## config.mk

```make
export PLATFORM = sky130hd
export DESIGN_NAME = fir_tap_flat
export DESIGN_NICKNAME = d
export VERILOG_FILES = /design/src/logic/fir_dsp_pkg.sv /design/src/logic/fir_sample_bus_if.sv /design/src/logic/fir_tap.sv /design/src/flat_wrapper.sv
export SDC_FILE = /design/constraint.sdc
export NUM_CORES = 2
export LEC_CHECK = 0
export BUFFER_PORTS_ARGS = -buffer_cell sky130_fd_sc_hd__buf_2
export CAP_MARGIN = 20
export CORE_MARGIN = 4
export CORE_UTILIZATION = 40
export CTS_CLUSTER_DIAMETER = 100
export DETAILED_ROUTE_END_ITERATION = 6
export PLACE_DENSITY = 0.69
export SETUP_SLACK_MARGIN = 0.2
export SYNTH_ARGS = -nofsm -noshare
export SYNTH_HDL_FRONTEND = slang
export SYNTH_SLANG_ARGS = --single-unit
```

## constraint.sdc

```tcl
create_clock -name ce_clk -period 2.1 [get_ports ce_clk]
set_input_delay 0.42 -clock ce_clk [delete_from_list [all_inputs] [get_ports ce_clk]]
set_output_delay 0.42 -clock ce_clk [all_outputs]
set_load 0.01 [all_outputs]
```

## src/logic/fir_dsp_pkg.sv

```systemverilog
/*
 * FIR datapath definitions: tap count, component widths,
 * and the sample, coefficient and accumulator types
 */
package fir_dsp_pkg;

  //////////////////////////////////////////////////////////////////////
  // Sizes
  //////////////////////////////////////////////////////////////////////

  // Filter length
  localparam int NUM_TAPS = 8;

  // One I or Q component on the streams
  localparam int SAMPLE_W = 16;

  // Signed Q1.15 coefficient
  localparam int COEF_W = 16;

  // 32-bit product plus three guard bits for eight taps
  localparam int ACC_W = 35;

  // Bits dropped on the way back to sample scale
  localparam int ROUND_SHIFT = 15;

  // Output queue entries
  localparam int OUT_DEPTH = 4;

  //////////////////////////////////////////////////////////////////////
  // Types
  //////////////////////////////////////////////////////////////////////

  // I in the upper half, Q in the lower half
  typedef struct packed {
    logic signed [SAMPLE_W-1:0] i;
    logic signed [SAMPLE_W-1:0] q;
  } sample_t;

  typedef logic signed [COEF_W-1:0] coef_t;

  typedef struct packed {
    logic signed [ACC_W-1:0] i;
    logic signed [ACC_W-1:0] q;
  } acc_t;

  // Element k feeds tap k
  typedef coef_t [NUM_TAPS-1:0] coef_bank_t;

endpackage
```

## src/logic/fir_sample_bus_if.sv

```systemverilog
/*
 * Sample broadcast bus from the input feed to the tap array
 * and the drain, with the drain's room signal coming back
 */
`timescale 1ns/100ps

interface fir_sample_bus_if import fir_dsp_pkg::*; ();

  // Accepted input sample
  sample_t sample;

  // One-cycle strobe, high when the input transfer happens
  logic    advance;

  // Packet end, valid with advance
  logic    last;

  // Drain can take one more result
  logic    room;

  modport feed (
    output sample,
    output advance,
    output last,
    input  room
  );

  modport tap (
    input  sample,
    input  advance
  );

  modport drain (
    input  advance,
    input  last,
    output room
  );

endinterface

```

## src/logic/fir_tap.sv

```systemverilog
/*
 * One transposed-form FIR tap: complex sample times a real
 * coefficient, added to the partial sum of the next tap
 */
`timescale 1ns/100ps

module fir_tap import fir_dsp_pkg::*; (
  input  logic  ce_clk,
  input  logic  i_arst_n,
  input  coef_t i_coef,
  input  acc_t  i_acc,
  output acc_t  o_acc,
  fir_sample_bus_if.tap bus
);

  // Full-precision products, Q1.15 times Q1.15
  logic signed [SAMPLE_W+COEF_W-1:0] prod_i;
  logic signed [SAMPLE_W+COEF_W-1:0] prod_q;

  acc_t acc_q;

  assign prod_i = bus.sample.i * i_coef;
  assign prod_q = bus.sample.q * i_coef;

  // One stage of filter history, moves only on accepted samples
  always_ff @(posedge ce_clk or negedge i_arst_n) begin
    if (!i_arst_n) begin
      acc_q <= '0;
    end else if (bus.advance) begin
      acc_q.i <= i_acc.i + prod_i;
      acc_q.q <= i_acc.q + prod_q;
    end
  end

  assign o_acc = acc_q;

endmodule

```

## src/flat_wrapper.sv

```systemverilog
// flat-port wrapper written by rule: the top's interface ports become plain ports
module fir_tap_flat import fir_dsp_pkg::*;
  (ce_clk, i_arst_n, i_coef, i_acc, o_acc, bus_sample, bus_advance);
  fir_sample_bus_if bus_i ();
  input  logic ce_clk;
  input  logic i_arst_n;
  input  coef_t i_coef;
  input  acc_t i_acc;
  output acc_t o_acc;
  input wire logic [$bits(bus_i.sample)-1:0] bus_sample;
  input wire logic [$bits(bus_i.advance)-1:0] bus_advance;
  assign bus_i.sample = bus_sample;
  assign bus_i.advance = bus_advance;
  fir_tap u_core (.ce_clk(ce_clk), .i_arst_n(i_arst_n), .i_coef(i_coef), .i_acc(i_acc), .o_acc(o_acc), .bus(bus_i));
endmodule
```

Word-level counts from Yosys, hierarchy flattened. Cells that the tools add are included.

Input bits: 121. Output and inout port bits: 70. Bits in registers: 70. Logic and storage cells: 6.

Add/sub/neg operators: 2. Multiply operators: 2.

Operators with widths (count): adder 35 x 32 -> 35 bit (2); multiplier 16 x 16 -> 32 bit (2).

Depth between registers and ports, before layout.
Depth in word-level cells: 2. Mapped depth: 25.

Least setup slack after synthesis. OpenSTA, ideal clock, no wires.

Path type: in2reg. Start point: input bus_sample[15]. End point: register u_core.acc_q (netlist bit u_core.o_acc[31]). Path buffers: 1. Data arrival time: 6422 ps. Path slack: -4392 ps. Library setup time: 71 ps. Required time: 2029 ps. Stages on the path: 22. Path through: clkbuf_1 -> nand2_1 -> inv_1 -> fa_1 -> inv_1 -> fa_1 -> inv_1 -> fa_1 -> inv_1 -> fa_1 -> fa_1 -> fa_1 -> inv_1 -> ha_1 -> o2111a_1 -> and2_0 -> a221o_1 -> or3_4 -> o211ai_2 -> nand2_1 -> or3_1 -> nand4_1.

Cells in the longest elaborated chain, start to end: 2.

RTL lines: from (decl) (RTL line flat_wrapper.sv:10) `input wire logic [$bits(bus_i.sample)-1:0] bus_sample;`; multiplier 16 x 16 -> 32 bit (RTL line fir_tap.sv:23) `assign prod_q = bus.sample.q * i_coef;`; adder 35 x 32 -> 35 bit (RTL line fir_tap.sv:31) `acc_q.q <= i_acc.q + prod_q;`; to (decl) (RTL line fir_tap.sv:20) `acc_t acc_q;`.

Every way passes these cells. A chain may end at the register's enable or synchronous reset.

Worst setup path after layout.
Start point: input i_coef[3]. End point: register u_core.acc_q (netlist bit u_core.o_acc[67]).

Cells in the longest elaborated chain, start to end: 2.

RTL lines: from (decl) (RTL line flat_wrapper.sv:7) `input coef_t i_coef;`; multiplier 16 x 16 -> 32 bit (RTL line fir_tap.sv:22) `assign prod_i = bus.sample.i * i_coef;`; adder 35 x 32 -> 35 bit (RTL line fir_tap.sv:30) `acc_q.i <= i_acc.i + prod_i;`.

Every way passes these cells.

==> run_results.csv <==
group,metric,value,unit
routing,vias,20200,
clock_tree,clock_latency,0.39,ns
timing,fin_crit_sh,275,%
clock_tree,h-tree-depth,3,
critical_path,startpoint_type,"primary input",
clock_tree,clock-root-buffer,"clkbuf_16",
cells_and_area,finish.instance_area,35100,sq um
routing,post-route-drc-count,0,
die,die_h,262,microns
place,io_buffer_count,190,
global_routing,grt_antenna_before_repair,4,
run,drv_cap,0,
global_routing,track_usage,20.5,%
timing,worst-slew-pin-transition,0.473,ns
global_routing,grt_pass1_wl,111000,microns
critical_path,critical_path_peak_fanout,5,
global_routing,gr-total-overflow,0,
die,initial_core_util,40.7,%
synthesis,ys_seq_area_share,6.78,%
critical_path,cp_data_required_time,2.38,ns
synthesis,synth_top_flop_cell,"dfrtp_1",
synthesis,synth_seq_cells,70,
critical_path,crit_buf_inv,7,
timing,finalSetupViolCount,65,
routing,vias_per_cell,4.83,
synthesis,avgSynthCellArea,9.47,sq um
routing,final_antenna_net_count,0,
synthesis,synth_edf_count,0,
critical_path,crit_type,"in -> reg",
critical_path,arrival,6.06,ns
die,ios,191,
outcome,status,"finished with violations",
critical_path,crit_chain,"buf_12 > buf_12 > and2_4 > fa_2 > buf_4 > fa_2 > fa_2 > fa_2 > fa_1 > inv_1 > fa_1 > inv_2 > ha_4 > inv_1 > o21ai_2 > a2111oi_4 > nor2_2 > a2111oi_4 > buf_4 > o41ai_4 > xnor2_1 > mux2_2",
clock_tree,cts_buffers,9,
worst_hold_path,hold_class,"in -> reg",
synthesis,synthArstFlopShare,100,%
routing,first_iter_violations,858,
timing,rsz0062_at_grt,"yes",
critical_path,max_stage_delay,0.62,ns
clock_tree,cts_tree,"built",
clock_tree,cts.clk_slew.worst_paths,0.07,ns
cells_and_area,area_growth,35.8,%
die,die_width,262,microns
timing,hold_viol,0,
clock_tree,clk_path_buf_depth,2,
routing,wl_per_cell,16.3,microns
synthesis,syn_nets,3674,
timing,setup_ws,-3.68,ns
global_routing,grt_pass1_vias,22200,
global_routing,grt_max_degree,47,
routing,drt-pass1-iter-count,5,
timing,fmax,173,MHz
timing,finalMaxSlewViolations,0,
place,hpwl,55300,microns
die,dieArea,68700,sq um
timing,relSlewSlack,68.3,%
die,num_rows,92,
cells_and_area,largest_reg_flops,70,
cells_and_area,drive_above_1_share,35.6,%
place,gp_congestion,0.861,
critical_path,crit_slowest_cell,"fa_2",
critical_path,crit_path_end_kind,"register",
outcome,violations,"negative setup slack",
synthesis,synth_cell_types,71,
cells_and_area,nNetsFinal,4270,
critical_path,critPathMostFrequentCell,"fa_2",
place,place_area,31500,sq um
synthesis,ys_warn_count,0,
timing,skew,0,ns
critical_path,path_delay_family,"adder cells",
die,core_area,63400,sq um
clock_tree,clock-sinks,70,
timing,min_period,5.78,ns
synthesis,netlist_area,25800,sq um
synthesis,synthCells,2725,
routing,totalWireLength,68100,microns
placed cells by master, fill, tap and decap left out, types with 47 or more instances in the layout:
cell type,count
buf_6,85
and2_1,193
nor2_1,47
and2_4,54
fa_1,575
buf_2,149
nand2_1,251
inv_1,638
ha_4,76
ha_1,125
dfrtp_1,70
buf_4,389
inv_2,86
worst register-to-register path, stage by stage, from the launching register on:
cell and delay (ns):
dfrtp_1 0.38, a211oi_1 0.26, o211ai_1 0.13
Yosys cell counts, types with 8 or more instances:
| master | count | area (sq um) |
|---|---|---|
| ha_1 | 208 | 2600 |
| mux2_2 | 49 | 552 |
| inv_1 | 725 | 2720 |
| xnor2_1 | 49 | 429 |
| nand3_1 | 14 | 70.1 |
| and2_1 | 246 | 1540 |
| clkbuf_1 | 91 | 342 |
| nand2_1 | 278 | 1040 |
| dfrtp_1 | 70 | 1750 |
| a21oi_1 | 61 | 305 |
| o21bai_1 | 9 | 67.6 |
| a21o_1 | 19 | 143 |
| o21ai_0 | 30 | 150 |
| o21a_1 | 19 | 143 |
| fa_1 | 620 | 12400 |
| a31oi_1 | 14 | 87.6 |
| xor2_1 | 17 | 149 |
| nor3_1 | 18 | 90.1 |
| a211oi_1 | 8 | 60.1 |
| nor2_1 | 63 | 236 |
| nand2b_1 | 8 | 50.1 |
area by class of cell:
class | instances | area (sq um)
diodes | 1 | 2.50
clock buffers | 12 | 246
clock inverters | 4 | 70.1
fillers | 5470 | 28400
inverters | 726 | 2730
multi-input cells | 1825 | 23300
flip-flops and latches | 70 | 1750
well taps | 846 | 1060
repair buffers | 689 | 5910
final timing paths:
check,from,slack (ns),cells after the start,endpoint
min in group asynchronous,i_arst_n,0.50,2,u_core.o_acc[43]
worst max-delay path,i_coef[3],-3.68,22,u_core.o_acc[67]
worst min-delay path,i_acc[0],0.39,3,u_core.o_acc[0]
max in group asynchronous,i_arst_n,0.97,3,u_core.o_acc[33]
worst max register to register,u_core.o_acc[54],1.20,2,u_core.o_acc[54]
worst min register to register,u_core.o_acc[17],0.48,1,u_core.o_acc[17]
cell families after synthesis:
family,share of synthesized area [%]
flops,6.78
simple gates,12.9
buf+inv,12.2
xor+xnor,2.24
mux,2.22
fa+ha+maj,58.2
compound gates,5.48
metal layers:
metal  wire length, microns  GRT usage [%]  part of all wire (%)  vias to the layer above
li1                       -              -                     -                     9240
met1                  28000           26.6                    41                    10400
met2                  34800           35.7                    51                      410
met3                   3480           3.42                   5.1                       88
met4                   1720           5.49                   2.5                        6
met5                     47              0                 0.069                        -
metrics by stage:
step	instances	TNS (ns)	util, %	hold slack [ns]	setup slack, ns
6_report	4173	-193.28	55.3	0.390	-3.68
5_1_grt	4173	-202.20	55.3	0.393	-3.90
4_1_cts	4127	-188.12	53.2	0.360	-3.67
3_5_place_dp	4048	-230.79	49.7	0.386	-4.32
3_3_place_gp	4048	-226.87	49.7	0.385	-4.30
2_1_floorplan	2725	-184.15	-	0.124	-3.99
repair_timing:
action | in CTS | in global routing
hold buffers | 1 | 0
gates cloned | 5 | 5
endpoints found under the setup margin | 68 | 66
hold endpoints to repair | 28 | 0
setup buffers | 57 | 40
pin swaps | 127 | 125
gates resized for setup | 320 | 234
Power is left out: the tool's default activity adds up to more than one toggle a clock period on the data nets, which glitch-free logic cannot reach.
