$ cat src/logic/fir_regs_pkg.sv
/*
 * FIR settings bus map and readback constants
 */
package fir_regs_pkg;

  // Settings register base, matching the wrapper's user space
  localparam logic [7:0] SR_BASE = 8'd128;

  //////////////////////////////////////////////////////////////////////
  // Write addresses
  //////////////////////////////////////////////////////////////////////

  // Shift one coefficient into staging
  localparam logic [7:0] SR_RELOAD = SR_BASE + 8'd1;

  // Shift the final coefficient and mark staging complete
  localparam logic [7:0] SR_RELOAD_LAST = SR_BASE + 8'd2;

  // Commit staging to active
  localparam logic [7:0] SR_CONFIG = SR_BASE + 8'd3;

  //////////////////////////////////////////////////////////////////////
  // Readback
  //////////////////////////////////////////////////////////////////////

  localparam logic [7:0] RB_NUM_TAPS = 8'd0;

  // Returned for any address not decoded
  localparam logic [63:0] RB_BAD_ADDR = 64'h0BAD_C0DE_0BAD_C0DE;

endpackage

$ cat src/logic/fir_dsp_pkg.sv
/*
 * FIR datapath definitions: tap count, component widths,
 * and the sample, coefficient and accumulator types
 */
package fir_dsp_pkg;

  //////////////////////////////////////////////////////////////////////
  // Sizes
  //////////////////////////////////////////////////////////////////////

  // Filter length
  localparam int NUM_TAPS = 8;

  // One I or Q component on the streams
  localparam int SAMPLE_W = 16;

  // Signed Q1.15 coefficient
  localparam int COEF_W = 16;

  // 32-bit product plus three guard bits for eight taps
  localparam int ACC_W = 35;

  // Bits dropped on the way back to sample scale
  localparam int ROUND_SHIFT = 15;

  // Output queue entries
  localparam int OUT_DEPTH = 4;

  //////////////////////////////////////////////////////////////////////
  // Types
  //////////////////////////////////////////////////////////////////////

  // I in the upper half, Q in the lower half
  typedef struct packed {
    logic signed [SAMPLE_W-1:0] i;
    logic signed [SAMPLE_W-1:0] q;
  } sample_t;

  typedef logic signed [COEF_W-1:0] coef_t;

  typedef struct packed {
    logic signed [ACC_W-1:0] i;
    logic signed [ACC_W-1:0] q;
  } acc_t;

  // Element k feeds tap k
  typedef coef_t [NUM_TAPS-1:0] coef_bank_t;

endpackage
$ cat src/logic/fir_coef_regs.sv
/*
 * FIR coefficient registers: staging shift bank, commit to the
 * active bank, and the tap-count readback
 */
`timescale 1ns/100ps

module fir_coef_regs import fir_dsp_pkg::*, fir_regs_pkg::*; (
  input  logic        ce_clk,
  input  logic        i_arst_n,
  input  logic        i_set_stb,
  input  logic [7:0]  i_set_addr,
  input  logic [31:0] i_set_data,
  input  logic [7:0]  i_rb_addr,
  output coef_bank_t  o_coefs,
  output logic [63:0] o_rb_data
);

  coef_bank_t staging;
  coef_bank_t active;
  logic       staging_full;

  logic       reload_wr;
  logic       reload_last;
  logic       config_wr;

  //////////////////////////////////////////////////////////////////////
  // Write decode
  //////////////////////////////////////////////////////////////////////

  assign reload_last = (i_set_addr == SR_RELOAD_LAST);
  assign reload_wr   = i_set_stb && ((i_set_addr == SR_RELOAD) || reload_last);
  assign config_wr   = i_set_stb && (i_set_addr == SR_CONFIG);

  // New coefficient enters at the top, older ones move toward tap 0
  always_ff @(posedge ce_clk or negedge i_arst_n) begin
    if (!i_arst_n) begin
      staging      <= '0;
      staging_full <= 1'b0;
    end else if (reload_wr) begin
      staging      <= {coef_t'(i_set_data[COEF_W-1:0]), staging[NUM_TAPS-1:1]};
      staging_full <= reload_last;
    end else if (config_wr) begin
      staging_full <= 1'b0;
    end
  end

  // Commit only a complete set
  always_ff @(posedge ce_clk or negedge i_arst_n) begin
    if (!i_arst_n) begin
      active <= '0;
    end else if (config_wr && staging_full) begin
      active <= staging;
    end
  end

  assign o_coefs = active;

  //////////////////////////////////////////////////////////////////////
  // Readback
  //////////////////////////////////////////////////////////////////////

  always_comb begin
    case (i_rb_addr)
      RB_NUM_TAPS: o_rb_data = 64'(NUM_TAPS);
      default:     o_rb_data = RB_BAD_ADDR;
    endcase
  end

  //////////////////////////////////////////////////////////////////////
  // Checks
  //////////////////////////////////////////////////////////////////////

  // Taps see new coefficients only after a config write
  a_active_needs_config: assert property (
    @(posedge ce_clk) disable iff (!i_arst_n)
    !config_wr |=> $stable(active)
  );

endmodule

$ cat config.mk
export PLATFORM = sky130hd
export DESIGN_NAME = fir_coef_regs
export DESIGN_NICKNAME = d
export VERILOG_FILES = /design/src/logic/fir_regs_pkg.sv /design/src/logic/fir_dsp_pkg.sv /design/src/logic/fir_coef_regs.sv
export SDC_FILE = /design/constraint.sdc
export NUM_CORES = 1
export LEC_CHECK = 0
export ABC_AREA = 0
export BUFFER_PORTS_ARGS = -buffer_cell sky130_fd_sc_hd__buf_2
export CORE_ASPECT_RATIO = 0.6
export CORE_MARGIN = 4
export CORE_UTILIZATION = 55
export DETAILED_ROUTE_END_ITERATION = 10
export HOLD_SLACK_MARGIN = 0.1
export PLACE_DENSITY = 0.87
export REMOVE_ABC_BUFFERS = 1
export SKIP_CTS_REPAIR_TIMING = 1
export SLEW_MARGIN = 20
export SYNTH_ARGS = -nofsm -noshare
export SYNTH_HDL_FRONTEND = slang
export SYNTH_SLANG_ARGS = --single-unit
$ cat constraint.sdc
create_clock -name ce_clk -period 1.7 [get_ports ce_clk]
set_input_delay 0.085 -clock ce_clk [delete_from_list [all_inputs] [get_ports ce_clk]]
set_output_delay 0.085 -clock ce_clk [all_outputs]
set_load 0.005 [all_outputs]
=== Yosys cells after proc, flatten, opt, wreduce, memory -nomap -nowiden ===
Index checks and enable logic that the tools add are counted.

* Register bits after elaboration: 257
* Input bits: 51
* Output and inout bits: 192
* Word-level logic and storage cells: 29

* Equality and inequality tests: 3
* Mux-type cells: 3
* Reduce and logical (&&, ||, !) cells: 6

{| class="wikitable"
|+ Operators with widths
! cell !! count
|-
| $mux 60 || 1
|-
| $eq 8x8->1 const B || 3
|-
| $logic_not 8->1 || 1
|-
| $logic_and 1x1->1 || 3
|-
| $mux 1 || 2
|-
| $reduce_bool 2->1 || 1
|-
| $logic_or 1x1->1 || 1
|}

=== Depth between registers and ports, before layout ===
* Word-level depth: 4
* Depth in mapped cells: 5
* Gate-level depth less buffers: 3

=== Worst setup path before layout ===
No wires, ideal clock.

* Kind: reg-to-reg
* Start: reg staging_full
* End: reg active (netlist bit o_coefs[100])
* Library setup time: 125 ps
* Arrival time: 1256 ps
* Required time: 1575 ps
* Path slack: 319 ps
* Cell stages (with the launch flop): 6
* Path buffers: 2
* Period minus slack after synthesis: 1381 ps
* Cells stage by stage: dfrtp_1 -> and3_1 -> nand3_4 -> buf_12 -> buf_12 -> mux2_4

* Cells in the longest elaborated chain, start to end: 1

{| class="wikitable"
|+ Ends and longest elaborated chain
! element !! line !! text
|-
| start, declared || fir_coef_regs.sv:20 || <nowiki>logic staging_full;</nowiki>
|-
| start signal, assigned || fir_coef_regs.sv:41 || <nowiki>staging_full <= reload_last;</nowiki>
|-
| $logic_and 1x1->1 || fir_coef_regs.sv:51 || <nowiki>end else if (config_wr && staging_full) begin</nowiki>
|-
| end signal, assigned || fir_coef_regs.sv:52 || <nowiki>active <= staging;</nowiki>
|-
| end, declared || fir_coef_regs.sv:19 || <nowiki>coef_bank_t active;</nowiki>
|}

No other way between the ends.
A chain may end at the register's enable or synchronous reset.

=== Worst setup path in the final report ===
* Start: in i_set_addr[5]
* End: reg staging[123] in the netlist's numbering

* Cells in the longest elaborated chain, start to end: 3
* Elaborated cells between the ends (all ways): 4
* Classes of those cells: eq/ne (2); reduce/logical (2)

{| class="wikitable"
|+ Ends and longest elaborated chain
! element !! line !! text
|-
| start, declared || fir_coef_regs.sv:11 || <nowiki>input logic [7:0] i_set_addr,</nowiki>
|-
| $eq 8x8->1 (on tied branches) || fir_coef_regs.sv:31, fir_coef_regs.sv:30 ||
|-
| $logic_or 1x1->1 (*) || fir_coef_regs.sv:31 || <nowiki>assign reload_wr = i_set_stb && ((i_set_addr == SR_RELOAD) || reload_last);</nowiki>
|-
| $logic_and 1x1->1 (*) || fir_coef_regs.sv:31 ||
|-
| end signal, assigned || fir_coef_regs.sv:40 || <nowiki>staging <= {coef_t'(i_set_data[COEF_W-1:0]), staging[NUM_TAPS-1:1]};</nowiki>
|-
| end, declared || fir_coef_regs.sv:18 || <nowiki>coef_bank_t staging;</nowiki>
|}

Mark *: on every way between the ends. The rest lies on a longest branch, timed or not.

==> results_dict.tcl <==
set metrics [dict create \
    sw_frac_of_total_pct 20.3 \
    regToRegSetupSlack_ns 0.11 \
    r2r-end "o_coefs[112]" \
    clkPwrFrac_pct 43.6 \
    fmax_ghz 0.613 \
    synth_enable_flop_cells 0 \
    synth_cells 617 \
    remaining_drc_errors 0 \
    slew_viol_final 0 \
    yosysMostFrequentCell "dfrtp_1" \
    rows 40 \
    synth_area_um2 11300 \
    final.setup.tns_ns 0 \
    drt-initial-drc-count 274 \
    clock_sinks 257 \
    grt_pass1_wl_um 31900 \
    skew_ns 0.0108 \
    seqPwrFrac_pct 53.3 \
    rsz0062_at_grt "no" \
    hold_end "o_coefs[6]" \
    routed_via_density 4.86 \
    synth_common_cells "257 x dfrtp_1, 230 x mux2_4, 63 x buf_4, 26 x mux2_2, 22 x buf_12" \
    clkSlewWorstSetupHoldPaths_ns 0.06 \
    finalHoldViolCount 0 \
    start_util_pct 56.2 \
    min_path_cells 4 \
    cts_buffer_depth 3 \
    reg2reg_depth 5 \
    slowest_delay_ns 0.53 \
    grt_overflow_total 0 \
    status "finished, final reports clean" \
    syn_avg_cell_area_um2 18.3 \
    htree_levels 1 \
    cts_tree "done" \
    post-route-period-util_pct 95.9 \
    worstPathCellList "dlygate4sd3_1 -> buf_2 -> nor3_4 -> nand3_4 -> buf_12 -> mux2_4" \
    cellInternalPower_w 0.00927 \
    port_buffers 193 \
    yosysSeqAreaShare_pct 57.0 \
    vias 5434 \
    leakage_nw 7.69 \
    yosys.area.top_type "dfrtp_1" \
    path_max_fanout 60 \
    fin_area_um2 13200 \
    fin_crit_ns 1.63 \
    power_frac_comb_pct 3.0 \
    power.density_nw_per_um2 884 \
    async_flop_share_pct 100 \
    finalSetupViolCount 0 \
    grt_usage_pct 17.2 \
    wl_per_cell_um 18.1 \
    path_class "input pin to register" \
    crit_arrival_ns 2.02 \
    cts_root_buf "clkbuf_16" \
    power_w 0.0116 \
    antenna_found_initial 0 \
    cts_buffers 24 \
    clk_latency_ns 0.50 \
    areaGrowthSynthToFinish_pct 16.7 \
    worstHoldStart "i_set_addr[4]" \
    worstPathRequired_ns 2.09 \
    synth_area_leaders "dfrtp_1 57%, mux2_4 31%, buf_4 4.2%" \
    io_pins 243 \
    nets 884 \
    coreArea_um2 20100 \
    fp.dieW_um 193 \
    peakVddDrop_uv 628 \
    synth_cell_type_count 15 \
    hpwlAfterDp_um 13800 \
    die-area_um2 22900 \
    hold_path.class "input pin to register" \
    ys_warn_count 0 \
    end_kind "register" \
    placed_cell_area_um2 12200 \
    slowest_stage "dlygate4sd3_1" \
    grt_max_degree 64 \
    critPathLaunchType "input pin" \
    drive_gt1_share_pct 62.2 \
    yosys_register_bits 257 \
    maxCapViolations 0 \
    synthFlopType "dfrtp_1" \
    drt-total-wl_um 20200 \
    worstMarginPinSlew_ns 0.631 \
    ant_nets 0 \
    p_switching_w 0.00236 \
    synth_top_area_share_pct 57.0 \
    grt_pass1_vias 5726 \
    antennaDiodeCount 0 \
    firstDrtPassIters 4 \
    max_slew_margin_pct 57.9 \
    place_congestion 0.735 \
    die_h_um 119 \
    reg2reg_from "staging_full" \
]
-- flip-flops by register name, indices dropped and copies added (netlist names) --
name and count:
staging 128, o_coefs 128, staging_full 1
-- worst max path at each step --
stage,slack [ns],from,to,cells past startpoint
after floorplan,-1.17,staging_full,o_coefs[111],3
after global placement,0.14,staging_full,o_coefs[64],5
after detailed placement,0.12,staging_full,o_coefs[48],5
after CTS,0.11,staging_full,o_coefs[64],5
after global routing,0.05,i_set_addr[5],staging[43],6
final,0.07,i_set_addr[5],staging[123],6
-- worst max-delay path: cells and delay by family --
kind / cells / cell delay [ns]
simple gates: 2 / 0.56
mux: 1 / 0.35
buf+inv: 3 / 0.95
-- layout by cell type (no fill, tap or decap), drive strengths merged, types with 2 or more instances in the layout --
cell type,synthesis,routed
dfrtp,257,257
mux2,256,256
buf,91,229
conb,2,33
clkbuf,0,33
dlygate4sd3,0,21
clkinv,0,4
nor4,2,2
nand3,2,2
a31oi,2,2
-- metrics by stage --
stage | setup WS, ns | hold slack (ns) | utilization (%) | std cells
after floorplan | -1.17 | -0.211 | - | 557
after global placement | 0.138 | 0.0775 | 60.8 | 1059
after detailed placement | 0.123 | 0.0749 | 60.8 | 1059
after CTS | 0.106 | -0.460 | 64.5 | 1096
after global routing | 0.0467 | 0.104 | 65.6 | 1117
final | 0.0693 | 0.102 | 65.6 | 1117
-- cells by family after synthesis --
| kind of cell | after synthesis | share of synthesized area, % |
|---|---|---|
| buffers and inverters | 91 | 8.70 |
| flip-flops | 257 | 57.0 |
| AND/OR/NAND/NOR | 8 | 0.799 |
| multiplexers | 256 | 33.2 |
| other | 2 | 0.0666 |
| XOR/XNOR | 1 | 0.0777 |
| AO/OA/AOI/OAI | 2 | 0.111 |
-- power by group through the flow --
stage | clock, W | sequential (W) | combinational, W
after floorplan | 0 | 0.00630 | 0.000104
after global placement | 0 | 0.00631 | 0.000309
after detailed placement | 0 | 0.00631 | 0.000319
after CTS | 0.00521 | 0.00620 | 0.000320
after global routing | 0.00547 | 0.00620 | 0.000399
final | 0.00507 | 0.00620 | 0.000354
-- cell type report --
class / instances / area, um2
clock buffers: 33 / 726
clock inverters: 4 / 20.0
fillers: 1351 / 6910
multi-input cells: 300 / 3980
flip-flops and latches: 257 / 6430
well taps: 273 / 342
repair buffers: 250 / 1660
-- per-layer routing --
| metal | vias up | global-route usage [%] | wire length (um) | part of all wire, % |
|---|---|---|---|---|
| li1 | 2473 | - | - | - |
| met1 | 2793 | 25.4 | 9260 | 46 |
| met2 | 133 | 25.5 | 9190 | 46 |
| met3 | 35 | 5.18 | 1390 | 6.9 |
| met4 | 0 | 3.12 | 357 | 1.8 |
| met5 | - | 0 | 0 | 0 |
No activity file was read; power rests on OpenSTA's default activity.
