$ cat src/logic/fir_dsp_pkg.sv
/*
 * FIR datapath definitions: tap count, component widths,
 * and the sample, coefficient and accumulator types
 */
package fir_dsp_pkg;

  //////////////////////////////////////////////////////////////////////
  // Sizes
  //////////////////////////////////////////////////////////////////////

  // Filter length
  localparam int NUM_TAPS = 8;

  // One I or Q component on the streams
  localparam int SAMPLE_W = 16;

  // Signed Q1.15 coefficient
  localparam int COEF_W = 16;

  // 32-bit product plus three guard bits for eight taps
  localparam int ACC_W = 35;

  // Bits dropped on the way back to sample scale
  localparam int ROUND_SHIFT = 15;

  // Output queue entries
  localparam int OUT_DEPTH = 4;

  //////////////////////////////////////////////////////////////////////
  // Types
  //////////////////////////////////////////////////////////////////////

  // I in the upper half, Q in the lower half
  typedef struct packed {
    logic signed [SAMPLE_W-1:0] i;
    logic signed [SAMPLE_W-1:0] q;
  } sample_t;

  typedef logic signed [COEF_W-1:0] coef_t;

  typedef struct packed {
    logic signed [ACC_W-1:0] i;
    logic signed [ACC_W-1:0] q;
  } acc_t;

  // Element k feeds tap k
  typedef coef_t [NUM_TAPS-1:0] coef_bank_t;

endpackage
$ cat src/logic/fir_sample_bus_if.sv
/*
 * Sample broadcast bus from the input feed to the tap array
 * and the drain, with the drain's room signal coming back
 */
`timescale 1ns/100ps

interface fir_sample_bus_if import fir_dsp_pkg::*; ();

  // Accepted input sample
  sample_t sample;

  // One-cycle strobe, high when the input transfer happens
  logic    advance;

  // Packet end, valid with advance
  logic    last;

  // Drain can take one more result
  logic    room;

  modport feed (
    output sample,
    output advance,
    output last,
    input  room
  );

  modport tap (
    input  sample,
    input  advance
  );

  modport drain (
    input  advance,
    input  last,
    output room
  );

endinterface

$ cat src/logic/fir_round_clip.sv
/*
 * FIR output stage: round and saturate tap 0's sum back to
 * 16-bit I/Q, queue results and drive the output stream
 */
`timescale 1ns/100ps

module fir_round_clip import fir_dsp_pkg::*; (
  input  logic        ce_clk,
  input  logic        i_arst_n,
  input  acc_t        i_acc,
  input  logic        i_out_tready,
  output logic [31:0] o_out_tdata,
  output logic        o_out_tlast,
  output logic        o_out_tvalid,
  fir_sample_bus_if.drain bus
);

  typedef struct packed {
    logic    last;
    sample_t data;
  } out_entry_t;

  logic                               adv_d;
  logic                               last_d;
  out_entry_t                         entry;
  out_entry_t                         mem [OUT_DEPTH];
  logic [$clog2(OUT_DEPTH)-1:0]       wr_ptr;
  logic [$clog2(OUT_DEPTH)-1:0]       rd_ptr;
  logic [$clog2(OUT_DEPTH+1)-1:0]     count;
  logic                               push;
  logic                               pop;

  // Add half an LSB, drop ROUND_SHIFT bits, clamp to 16 bits
  function automatic logic signed [SAMPLE_W-1:0] round_sat(
    input logic signed [ACC_W-1:0] a
  );
    logic signed [ACC_W-1:0]             biased;
    logic signed [ACC_W-ROUND_SHIFT-1:0] shifted;
    biased  = a + (ACC_W'(1) << (ROUND_SHIFT - 1));
    shifted = biased[ACC_W-1:ROUND_SHIFT];
    if ((shifted[ACC_W-ROUND_SHIFT-1:SAMPLE_W-1] == '0) ||
        (shifted[ACC_W-ROUND_SHIFT-1:SAMPLE_W-1] == '1)) begin
      return shifted[SAMPLE_W-1:0];
    end else if (shifted[ACC_W-ROUND_SHIFT-1]) begin
      return {1'b1, {(SAMPLE_W-1){1'b0}}};
    end else begin
      return {1'b0, {(SAMPLE_W-1){1'b1}}};
    end
  endfunction

  //////////////////////////////////////////////////////////////////////
  // Result alignment
  //////////////////////////////////////////////////////////////////////

  // Tap 0 holds the new result one cycle after advance
  always_ff @(posedge ce_clk or negedge i_arst_n) begin
    if (!i_arst_n) begin
      adv_d  <= 1'b0;
      last_d <= 1'b0;
    end else begin
      adv_d  <= bus.advance;
      last_d <= bus.last;
    end
  end

  assign entry.last   = last_d;
  assign entry.data.i = round_sat(i_acc.i);
  assign entry.data.q = round_sat(i_acc.q);

  //////////////////////////////////////////////////////////////////////
  // Output queue
  //////////////////////////////////////////////////////////////////////

  assign push = adv_d;
  assign pop  = o_out_tvalid && i_out_tready;

  always_ff @(posedge ce_clk) begin
    if (push) begin
      mem[wr_ptr] <= entry;
    end
  end

  always_ff @(posedge ce_clk or negedge i_arst_n) begin
    if (!i_arst_n) begin
      wr_ptr <= '0;
      rd_ptr <= '0;
      count  <= '0;
    end else begin
      if (push) wr_ptr <= wr_ptr + 1'b1;
      if (pop) rd_ptr <= rd_ptr + 1'b1;
      unique case ({push, pop})
        2'b10:   count <= count + 1'b1;
        2'b01:   count <= count - 1'b1;
        default: count <= count;
      endcase
    end
  end

  // Leave space for the result still in the taps
  assign bus.room = (int'(count) + int'(adv_d)) < OUT_DEPTH;

  assign o_out_tvalid = (count != '0);
  assign o_out_tdata  = mem[rd_ptr].data;
  assign o_out_tlast  = mem[rd_ptr].last;

  // Room accounting upstream keeps a full queue from taking a push
  a_no_overflow: assert property (
    @(posedge ce_clk) disable iff (!i_arst_n)
    (count == OUT_DEPTH) |-> (!push || pop)
  );

endmodule

$ cat src/flat_wrapper.sv
// flat-port wrapper written by rule: the top's interface ports become plain ports
module fir_round_clip_flat import fir_dsp_pkg::*;
  (ce_clk, i_arst_n, i_acc, i_out_tready, o_out_tdata, o_out_tlast, o_out_tvalid, bus_advance, bus_last, bus_room);
  fir_sample_bus_if bus_i ();
  input  logic ce_clk;
  input  logic i_arst_n;
  input  acc_t i_acc;
  input  logic i_out_tready;
  output logic [31:0] o_out_tdata;
  output logic o_out_tlast;
  output logic o_out_tvalid;
  input wire logic [$bits(bus_i.advance)-1:0] bus_advance;
  input wire logic [$bits(bus_i.last)-1:0] bus_last;
  output wire logic [$bits(bus_i.room)-1:0] bus_room;
  assign bus_i.advance = bus_advance;
  assign bus_i.last = bus_last;
  assign bus_room = bus_i.room;
  fir_round_clip u_core (.ce_clk(ce_clk), .i_arst_n(i_arst_n), .i_acc(i_acc), .i_out_tready(i_out_tready), .o_out_tdata(o_out_tdata), .o_out_tlast(o_out_tlast), .o_out_tvalid(o_out_tvalid), .bus(bus_i));
endmodule
$ cat config.mk
export PLATFORM = sky130hd
export DESIGN_NAME = fir_round_clip_flat
export DESIGN_NICKNAME = d
export VERILOG_FILES = /design/src/logic/fir_dsp_pkg.sv /design/src/logic/fir_sample_bus_if.sv /design/src/logic/fir_round_clip.sv /design/src/flat_wrapper.sv
export SDC_FILE = /design/constraint.sdc
export NUM_CORES = 1
export LEC_CHECK = 0
export BUFFER_PORTS_ARGS = -buffer_cell sky130_fd_sc_hd__buf_2
export CAP_MARGIN = 40
export CORE_ASPECT_RATIO = 1.1
export CORE_UTILIZATION = 50
export CTS_CLUSTER_DIAMETER = 30
export CTS_CLUSTER_SIZE = 24
export DETAILED_ROUTE_END_ITERATION = 8
export GPL_TIMING_DRIVEN = 0
export PLACE_DENSITY = 0.79
export SLEW_MARGIN = 5
export SYNTH_ARGS = -nofsm -noshare
export SYNTH_HDL_FRONTEND = slang
export SYNTH_SLANG_ARGS = --single-unit
$ cat constraint.sdc
create_clock -name ce_clk -period 2.3 [get_ports ce_clk]
set_input_delay 0.46 -clock ce_clk [delete_from_list [all_inputs] [get_ports ce_clk]]
set_output_delay 0.46 -clock ce_clk [all_outputs]
set_load 0.005 [all_outputs]
======== Word-level counts from Yosys, hierarchy flattened ========
Memories as Yosys holds them, arrays and structs flattened.
Index checks and enable logic that the tools add are counted.
operators by class
  add/sub/neg operators ................... 7
  order comparisons ....................... 1
  eq/ne operators ......................... 4
  mux-type cells .......................... 7
  reductions and logical operators ........ 7
operators by type and width
  operator                                                     count
  adder 35 x 16 -> 35 bit, second input constant               2
  two-way mux 16 bit                                           4
  less-than comparator 32 x 4 -> 1 bit, second input constant  1
  == test 5 bit, second input constant                         2
  logical NOT 5 bit                                            2
  case mux 3 bit (2 select lines)                              1
  adder 2 x 1 -> 2 bit, second input constant                  2
  adder 3 x 1 -> 4 bit                                         1
  adder 3 x 1 -> 3 bit, second input constant                  1
  nonzero test 3 bit                                           1
  subtractor 3 x 1 -> 3 bit, second input constant             1
  == test 2 x 1 -> 1 bit, second input constant                1
  == test 2 bit, second input constant                         1
  logical OR 1 bit                                             2
  two-way mux 1 bit                                            2
  nonzero test 2 bit                                           1
  logical AND 1 bit                                            1
word-level totals
  register bits ........................... 9
  RAM bits ................................ 132
  bits of input ports ..................... 75
  output and inout port bits .............. 35
  word-level logic and storage cells ...... 32
  memories kept ........................... 1
memories
  name        depth  bits a word  rd ports  clocked after memory_dff  wr ports  RTL line              source
  u_core.mem  4      33           1         0                         1         fir_round_clip.sv:26  out_entry_t mem [OUT_DEPTH];

======== Depth between registers and ports, before layout ========
Gate-level depths: netlist of the first run.
  depth in word-level cells ............... 4
  mapped depth ............................ 9
  depth with buffers taken out ............ 8

======== Least setup slack after synthesis of the first run ========
Ideal clock, no wire load.
  path kind ............................... input to register
  start ................................... input i_acc[57] (netlist bit)
  end ..................................... memory u_core.mem[0][29] (netlist bit), data pin
  setup time .............................. 0.275 ns
  arrival time ............................ 2.086 ns
  required time ........................... 2.025 ns
  setup slack ............................. -0.062 ns
  stages on the path ...................... 7
  path buffers ............................ 1
  cell sequence ........................... nand3_2 -> or4_4 -> or3_4 -> xor2_4 -> o21ai_2 -> buf_4 -> o21ai_1
RTL lines
  item                RTL line              source
  start: declaration  flat_wrapper.sv:7     input acc_t i_acc;
  end: declaration    fir_round_clip.sv:26

==> metrics.cfg, run 1 <==
[critical_path]
slowest_stage = or4_4
critPathCaptureType = flip-flop
worstPathMaxFanout = 10
worst_setup_path_start_kind = primary input
critPathBufInv = 2
critPathArrivalTime_ns = 2.44
worstPathCellList = buf_2 -> nand4_1 -> or4_4 -> nor3_4 -> xnor2_2 -> a21oi_4 -> buf_6 -> a21oi_2
cp_slowest_stage_delay_ns = 0.64
critPathKind = primary input to flip-flop
required_ns = 2.45
crit_family = simple AND/OR/NAND/NOR gates

[global_route]
grt_pass1_vias = 3953
antenna_found_initial = 0
grt_first_pass_wirelength_um = 19700
grt-ovfl-total = 0
grt_use_total = 0.208
grt_start_max_net_pins = 30

[logic_synthesis]
synth_top_family_by_area = multiplexers
avgSynthCellArea_um2 = 16.5
yosys.area.top_type = edfxtp_1
synth_cell_types = 41
synth_area_leaders = edfxtp_1 (63%), mux4_2 (12%), dfrtp_1 (3.6%), xor2_1 (2.8%), xnor2_1 (2.5%)
ys.flop_type = edfxtp_1
synth_seq_cells = 141
syn_nets = 464
ys.warnings.count = 0
synth_compound_area_frac = 0.0421
synthMuxAreaShare = 0.122
synth-edff-count = 132
yosys.area_share.simple = 0.0776
netlist_instances = 381
async_reset_ff_frac = 0.0638
synth_fa_ha_area_frac = 0.0171
synth_top_cell_area_share = 0.632
synth-xor-area-share = 0.0574
synthesis.area_um2 = 6270
yosysSeqAreaShare = 0.668

[placed_design]
placed_cell_area_um2 = 6990
port_buffers = 81
routabilityCongestion = 0.873
dpl.hpwl_um = 8110

[min_path]
hold_class = primary input to flip-flop

[clock_network]
path_clk_slew_ns = 0.06
cts_tree = done
cts_max_level = 4
cts_buffer_depth = 2
clock_latency_ns = 0.41
cts-root-buf = clkbuf_16
cts.sinks = 141
numCtsBuffers = 17

[sta]
fmax_mhz = 436
slew-limit-headroom = 0.652
setup_viol = 0
finalCritPeriodShare = 0.997
maxSlewViolCount = 0
rsz0062_at_grt = yes
hold_viol = 0
tightest_slew_ns = 0.518
period_minus_slack_ns = 2.29
tns_ns = 0
clock_skew_ns = 0.00426

[detailed_routing]
drc_errors = 0
ant_nets = 0
wl_per_cell_um = 19.1
vias = 3697
totalWireLength_um = 12600
dr.first_iter.drc_count = 218
post_drt_via_cell_ratio = 5.61
firstDrtPassIters = 5

[finish]
nFillCells = 781
design_area_um2 = 7840
drive_gt1_frac = 0.404
regArea_um2 = 4190
finalNetCount = 576
area_growth_pct = 25.0
diodes = 0
multiInputGateArea_um2 = 2140

[outcome]
status = completed

[floorplan]
start_util = 0.517
dieArea_um2 = 13000
die_x_um = 109
ios = 110
rows = 42
design.core.area_um2 = 12100
die_h_um = 119

[pwr]
power_leakage_nw = 2.77
power_density_nw_per_um2 = 1120
ir_drop_mv = 0.649

[run]
drv_cap = 0

Yosys cell counts, drive strengths merged, types with 2 or more instances:
| library cell | instances |
|---|---|
| nand2 | 21 |
| buf | 7 |
| mux4 | 33 |
| xor2 | 21 |
| o21ai | 19 |
| edfxtp | 132 |
| nor4 | 3 |
| nor2 | 15 |
| nand4 | 9 |
| or4 | 2 |
| and3 | 4 |
| ha | 7 |
| mux2i | 2 |
| or3 | 5 |
| a21oi | 17 |
| nand3 | 16 |
| clkbuf | 7 |
| inv | 12 |
| xnor2 | 18 |
| a31oi | 3 |
| dfrtp | 9 |
| and2 | 5 |
| nor3 | 6 |
cells in the final DEF (no fill, tap or decap), types with 5 or more instances in the layout:
cell	instances
buf_4	7
nand2_1	21
inv_1	12
a21oi_2	6
o21ai_2	6
buf_6	6
edfxtp_1	132
xnor2_1	17
o21ai_1	6
buf_12	6
nand3_1	15
a21oi_4	7
o21ai_0	5
clkbuf_16	17
nor2_1	14
buf_2	81
xor2_1	19
ha_1	7
mux4_2	33
dfrtp_1	8
nand4_1	9
registers in the layout (all words and copies together), names as in the netlist:
register / count
u_core.adv_d: 1
u_core.count: 3
u_core.last_d: 1
u_core.mem: 132
u_core.rd_ptr: 2
u_core.wr_ptr: 2
final timing paths:
kind,endpoint,depth (start not counted),startpoint,slack [ns]
min in group asynchronous,u_core.count[1]$_DFFE_PN0P_,2,i_arst_n,0.43
min reg2reg,u_core.count[2]$_DFFE_PN0P_,1,u_core.count[2]$_DFFE_PN0P_,0.49
max reg2reg,u_core.count[2]$_DFFE_PN0P_,8,u_core.count[2]$_DFFE_PN0P_,0.34
max,u_core.mem[0][7]$_DFFE_PP_,8,i_acc[22],0.006
max in group asynchronous,u_core.rd_ptr[0]$_DFFE_PN0N_,2,i_arst_n,1.67
min,u_core.adv_d$_DFF_PN0_,1,bus_advance,0.16
what timing repair did:
action                                  4_1_cts  5_1_grt
endpoints found under the setup margin       89       84
hold buffers                                  1        0
pin swaps                                     2        5
gates resized for setup                      30       25
hold endpoints to repair                      9        0
setup buffers                                 3        4
logic make-up after synthesis:
family	after synthesis
xor+xnor	39
flops	141
fa+ha+maj	8
compound gates	43
simple gates	89
mux	35
buf+inv	26
metal layers:
layer | global-route usage | up-vias | wire [um]
li1 | - | 1719 | -
met1 | 0.244 | 1871 | 4830
met2 | 0.360 | 93 | 6990
met3 | 0.0565 | 14 | 595
met4 | 0.0828 | 0 | 166
met5 | 0 | - | 0
power by group:
part / switching, mW / leakage [nW] / internal [mW] / total [mW]
sequential: 0.179 / 1.31 / 3.39 / 3.57
combinational: 1.23 / 1.17 / 1.29 / 2.53
clock: 0.969 / 0.280 / 1.68 / 2.65
total: 2.38 / 2.77 / 6.37 / 8.75
area by class of cell:
cell class	count	share of cell area
Tap cell	154	0.0246
Inverter	12	0.00574
Clock inverter	13	0.0191
Timing Repair Buffer	95	0.0750
Clock buffer	18	0.0547
Sequential cell	141	0.534
Multi-Input combinational cell	214	0.273
Buffer	12	0.0129
per-stage QoR:
step	util	instances	setup slack, ns	total power, mW	hold slack [ns]
after floorplan	-	381	-0.0192	4.99	0.164
after global placement	0.567	616	-0.486	5.82	0.313
after detailed placement	0.576	622	-0.567	6.03	0.320
after CTS	0.634	655	0.0103	8.80	0.131
after global routing	0.646	659	-0.0843	9.16	0.132
final	0.646	659	0.00619	8.75	0.156
Note: power is estimated with default switching activity, not from simulation.
==> run 2: changes to the inputs <==
--- a/config.mk
+++ b/config.mk
@@ -5,7 +5,7 @@
 export SDC_FILE = /design/constraint.sdc
 export NUM_CORES = 1
 export LEC_CHECK = 0
-export BUFFER_PORTS_ARGS = -buffer_cell sky130_fd_sc_hd__buf_2
+export BUFFER_PORTS_ARGS = -buffer_cell sky130_fd_sc_hd__clkbuf_2
 export CAP_MARGIN = 40
 export CORE_ASPECT_RATIO = 1.1
 export CORE_UTILIZATION = 50
==> metrics.cfg, run 2 (synthesized netlist as in run 1, its figures left out) <==
[outcome]
status = completed

[finish]
design_area_um2 = 7870
nFillCells = 809
multiInputGateArea_um2 = 2120
diodes = 0
largest_register_ff_count = 132
layout_commonest_cell = edfxtp_1
reg.largest.list = u_core.mem x132, u_core.count x3
regArea_um2 = 4190
finalNetCount = 577
layout.cells.non_filler = 661
final_cell_mix = edfxtp_1 (132), clkbuf_2 (80), mux4_2 (33), clkbuf_16 (21), xor2_1 (19)
drive_gt1_frac = 0.426
area_growth_pct = 25.4
largest_register = u_core.mem

[critical_path]
reg2reg_from = u_core.count[0]$_DFFE_PN0P_
worstPathMaxFanout = 5
worst_setup_path_start_kind = flip-flop
regToRegSetupSlack_ns = 0.35
r2r_end = u_core.count[2]$_DFFE_PN0P_
critPathCaptureType = output pin
critPathArrivalTime_ns = 1.79
worstRegToRegCells = 8
critPathKind = flip-flop to output pin
slowest_stage = mux4_2
required_ns = 1.84
worstPathCellList = buf_4 -> buf_6 -> mux4_2 -> clkbuf_2
cp_slowest_stage_delay_ns = 0.52
endpoint = o_out_tdata[6]
startpoint = u_core.rd_ptr[0]$_DFFE_PN0N_

[global_route]
grt_start_max_net_pins = 27
grt-ovfl-total = 0
met1_usage = 0.259
top_usage_layer = met2
grtUsageMet3 = 0.0413
gr-usage-met2 = 0.360
grt_first_pass_wirelength_um = 20000
grt_use_total = 0.212
antenna_found_initial = 0
grt_pass1_vias = 3900

[floorplan]
dieArea_um2 = 13000
ios = 110
die_x_um = 109
rows = 42
die_h_um = 119
start_util = 0.517
design.core.area_um2 = 12100

[placed_design]
routabilityCongestion = 0.866
port_buffers = 81
dpl.hpwl_um = 7960
placed_cells = 622
placed_cell_area_um2 = 6990
dp_slack_ns = -0.554

[clock_network]
cts-root-buf = clkbuf_16
numCtsBuffers = 17
path_clk_slew_ns = 0.06
clock_latency_ns = 0.42
cts_max_level = 4
cts_tree = done
cts_buffer_depth = 2
cts.sinks = 141

[sta]
fmax_mhz = 444
tightest_slew_ns = 0.509
finalCritPeriodShare = 0.980
rsz0062_at_grt = yes
slew-limit-headroom = 0.658
maxSlewViolCount = 0
setup_viol = 0
clock_skew_ns = 0.0135
hold-worst-slack_ns = 0.142
period_minus_slack_ns = 2.25
hold_viol = 0
setup_ws_ns = 0.0455

[pwr]
power.internal_mw = 6.38
swShare = 0.278
pwr-share-seq = 0.405
power_density_nw_per_um2 = 1120
p_clk_frac = 0.309
ir_drop_mv = 0.628
power.switching_mw = 2.45
power_leakage_nw = 2.79
power_frac_comb = 0.286

[detailed_routing]
vias = 3818
drc_errors = 0
totalWireLength_um = 13000
ant_nets = 0
post_drt_via_cell_ratio = 5.78
firstDrtPassIters = 4
dr.first_iter.drc_count = 215
wl_per_cell_um = 19.7

[min_path]
hold_class = primary input to flip-flop

[run]
drv_cap = 0

-- run 2: cell count changes in the layout (fill, tap and decap cells not counted), sizes merged --
cell	previous run	this run
bufinv	3	0
clkinv	8	6
buf	100	23
clkinvlp	2	1
clkbuf	24	109
-- run 2: area by class of cell --
class | count | share of cell area
tap | 154 | 0.0245
inverter | 12 | 0.00573
clock inverter | 7 | 0.00573
multi-input combinational | 214 | 0.270
buffer | 11 | 0.0110
clock buffer | 25 | 0.0725
sequential | 141 | 0.533
timing repair buffer | 97 | 0.0781
-- run 2: worst min-delay path by stage --
stage	start	endpoint	slack (ns)	cells past startpoint
2_1_floorplan	i_arst_n	u_core.adv_d$_DFF_PN0_	0.16	0
3_3_place_gp	i_arst_n	u_core.count[2]$_DFFE_PN0P_	0.32	1
3_5_place_dp	i_arst_n	u_core.count[2]$_DFFE_PN0P_	0.33	1
4_1_cts	bus_advance	u_core.adv_d$_DFF_PN0_	0.13	1
5_1_grt	bus_advance	u_core.adv_d$_DFF_PN0_	0.14	1
6_report	bus_advance	u_core.adv_d$_DFF_PN0_	0.14	1
-- run 2: per-layer routing --
layer,vias to the layer above,part of all wire
met3,33,0.047
met2,103,0.54
met5,-,0
met1,1966,0.39
li1,1716,-
met4,0,0.027
-- run 2: timing repair --
item	CTS	global route
gates cloned	2	0
setup endpoints to repair	89	112
endpoints found under the hold margin	9	0
resized for setup	28	25
buffers inserted	4	3
pin swaps	3	6
hold buffers	1	0
-- run 2: power groups by stage --
stage | clock (mW) | sequential, mW | combinational [mW]
finish | 2.73 | 3.58 | 2.53
global route | 2.86 | 3.61 | 2.74
CTS | 2.75 | 3.58 | 2.55
detailed placement | 0 | 3.57 | 2.46
global placement | 0 | 3.56 | 2.27
floorplan | 0 | 3.53 | 1.46
-- run 2: worst max-delay path, delay by kind of cell, from the launching register on --
kind	cells	cell delay, ns
buf+inv	3	0.43
flops	1	0.41
mux	1	0.52
-- run 2: stage by stage --
stage	power, mW	utilization	TNS (ns)
3_5_place_dp	6.03	0.576	-53.92
3_3_place_gp	5.83	0.567	-63.53
5_1_grt	9.22	0.648	-0.201
2_1_floorplan	4.99	-	-0.0874
4_1_cts	8.88	0.637	0
6_report	8.83	0.648	0
==> run 3: changes to the inputs <==
--- a/config.mk
+++ b/config.mk
@@ -8,6 +8,7 @@
 export BUFFER_PORTS_ARGS = -buffer_cell sky130_fd_sc_hd__clkbuf_2
 export CAP_MARGIN = 40
 export CORE_ASPECT_RATIO = 1.1
+export CORE_MARGIN = 2
 export CORE_UTILIZATION = 50
 export CTS_CLUSTER_DIAMETER = 30
 export CTS_CLUSTER_SIZE = 24
==> metrics.cfg, run 3 (synthesized netlist as in run 1, its figures left out) <==
[outcome]
status = completed

[global_route]
grtUsageMet3 = 0.0529
top_usage_layer = met2
grt_start_max_net_pins = 28
gr-usage-met2 = 0.351
met1_usage = 0.238
grt_first_pass_wirelength_um = 20200
antenna_found_initial = 0
grt_use_total = 0.199
grt_pass1_vias = 3887
grt-ovfl-total = 0

[floorplan]
ios = 110
dieArea_um2 = 13500
rows = 42
start_util = 0.517
die_x_um = 111
design.core.area_um2 = 12100
die_h_um = 121

[finish]
multiInputGateArea_um2 = 2140
drive_gt1_frac = 0.418
layout_commonest_cell = edfxtp_1
diodes = 0
largest_register_ff_count = 132
layout.cells.non_filler = 666
reg.largest.list = u_core.mem x132, u_core.count x3
regArea_um2 = 4190
largest_register = u_core.mem
area_growth_pct = 25.8
nFillCells = 792
finalNetCount = 582
final_cell_mix = edfxtp_1 (132), clkbuf_2 (80), mux4_2 (33), nand2_1 (21), xor2_1 (20)

[critical_path]
worstRegToRegCells = 8
worstPathCellList = clkbuf_2 -> nand4_1 -> or4_4 -> or3_4 -> a211oi_4 -> nor2_4 -> o21ai_1
cp_slowest_stage_delay_ns = 0.58
worst_setup_path_start_kind = primary input
required_ns = 2.51
critPathKind = primary input to flip-flop
slowest_stage = or4_4
critPathArrivalTime_ns = 2.49
critPathCaptureType = flip-flop
worstPathMaxFanout = 8

[run]
drv_cap = 0

[clock_network]
cts-root-buf = clkbuf_16
cts_buffer_depth = 2
cts_max_level = 4
cts_tree = done
cts.sinks = 141
clock_latency_ns = 0.42
path_clk_slew_ns = 0.06
numCtsBuffers = 17

[pwr]
power_density_nw_per_um2 = 1130
ir_drop_mv = 0.779
power_leakage_nw = 2.79

[min_path]
min_path_cells = 1
hold_class = primary input to flip-flop

[detailed_routing]
totalWireLength_um = 12900
firstDrtPassIters = 5
vias = 3789
ant_nets = 0
post_drt_via_cell_ratio = 5.69
dr.first_iter.drc_count = 267
drc_errors = 0
wl_per_cell_um = 19.4

[sta]
rsz0062_at_grt = yes
tns_ns = 0
hold-worst-slack_ns = 0.141
period_minus_slack_ns = 2.28
clock_skew_ns = 0.00986
fmax_mhz = 438
hold_viol = 0
maxSlewViolCount = 0
tightest_slew_ns = 0.532
slew-limit-headroom = 0.643
finalCritPeriodShare = 0.993
setup_viol = 0

[placed_design]
placed_cells = 622
dpl.hpwl_um = 8460
port_buffers = 81
routabilityCongestion = 0.942

==> run 3: report_power, final <==
group / switching [mW] / internal [mW]
combinational: 1.26 / 1.27
sequential: 0.184 / 3.39
clock: 0.998 / 1.81
total: 2.44 / 6.47
==> run 3: critical path: cells and delay by family <==
family	cells	cell delay [ns]
buffers and inverters	1	0.14
and+or+nand+nor	4	1.25
AOI/OAI and AO/OA	2	0.65
==> run 3: what timing repair did <==
action,in CTS,in global routing
buffers inserted,5,9
endpoints found under the hold margin,9,0
hold buffers,1,0
pin swaps,2,5
setup endpoints to repair,87,115
resized for setup,19,38
==> run 3: metal layers <==
layer | vias up | part of all wire | routed length [um]
met5 | - | 0 | 0
met4 | 0 | 0.014 | 179
met3 | 14 | 0.045 | 579
met2 | 111 | 0.55 | 7120
met1 | 1924 | 0.39 | 5060
li1 | 1740 | - | -
==> run 3: area by class of cell <==
type,instances,area share
Sequential cell,141,0.531
Multi-Input combinational cell,214,0.271
Buffer,11,0.0109
Clock buffer,21,0.0558
Timing Repair Buffer,102,0.0804
Tap cell,154,0.0244
Clock inverter,11,0.0212
Inverter,12,0.00571
==> run 3: worst paths after layout <==
| check | from | to | slack, ns |
|---|---|---|---|
| hold / removal | bus_last | u_core.last_d$_DFF_PN0_ | 0.14 |
| hold reg to reg | u_core.count[2]$_DFFE_PN0P_ | u_core.count[2]$_DFFE_PN0P_ | 0.53 |
| min in group asynchronous | i_arst_n | u_core.adv_d$_DFF_PN0_ | 0.42 |
| max in group asynchronous | i_arst_n | u_core.rd_ptr[0]$_DFFE_PN0N_ | 1.67 |
| setup reg to reg | u_core.count[2]$_DFFE_PN0P_ | u_core.count[2]$_DFFE_PN0P_ | 0.31 |
| setup / recovery | i_acc[55] | u_core.mem[2][29]$_DFFE_PP_ | 0.02 |
==> run 3: metrics by stage <==
stage / util / setup slack, ns / power (mW) / cell area [um^2]
6_report: 0.650 / 0.0161 / 8.91 / 7890
5_1_grt: 0.650 / -0.0362 / 9.30 / 7890
4_1_cts: 0.632 / -0.105 / 8.96 / 7680
3_5_place_dp: 0.576 / -0.579 / 6.06 / 6990
3_3_place_gp: 0.567 / -0.491 / 5.85 / 6880
2_1_floorplan: - / -0.0192 / 4.99 / 6290
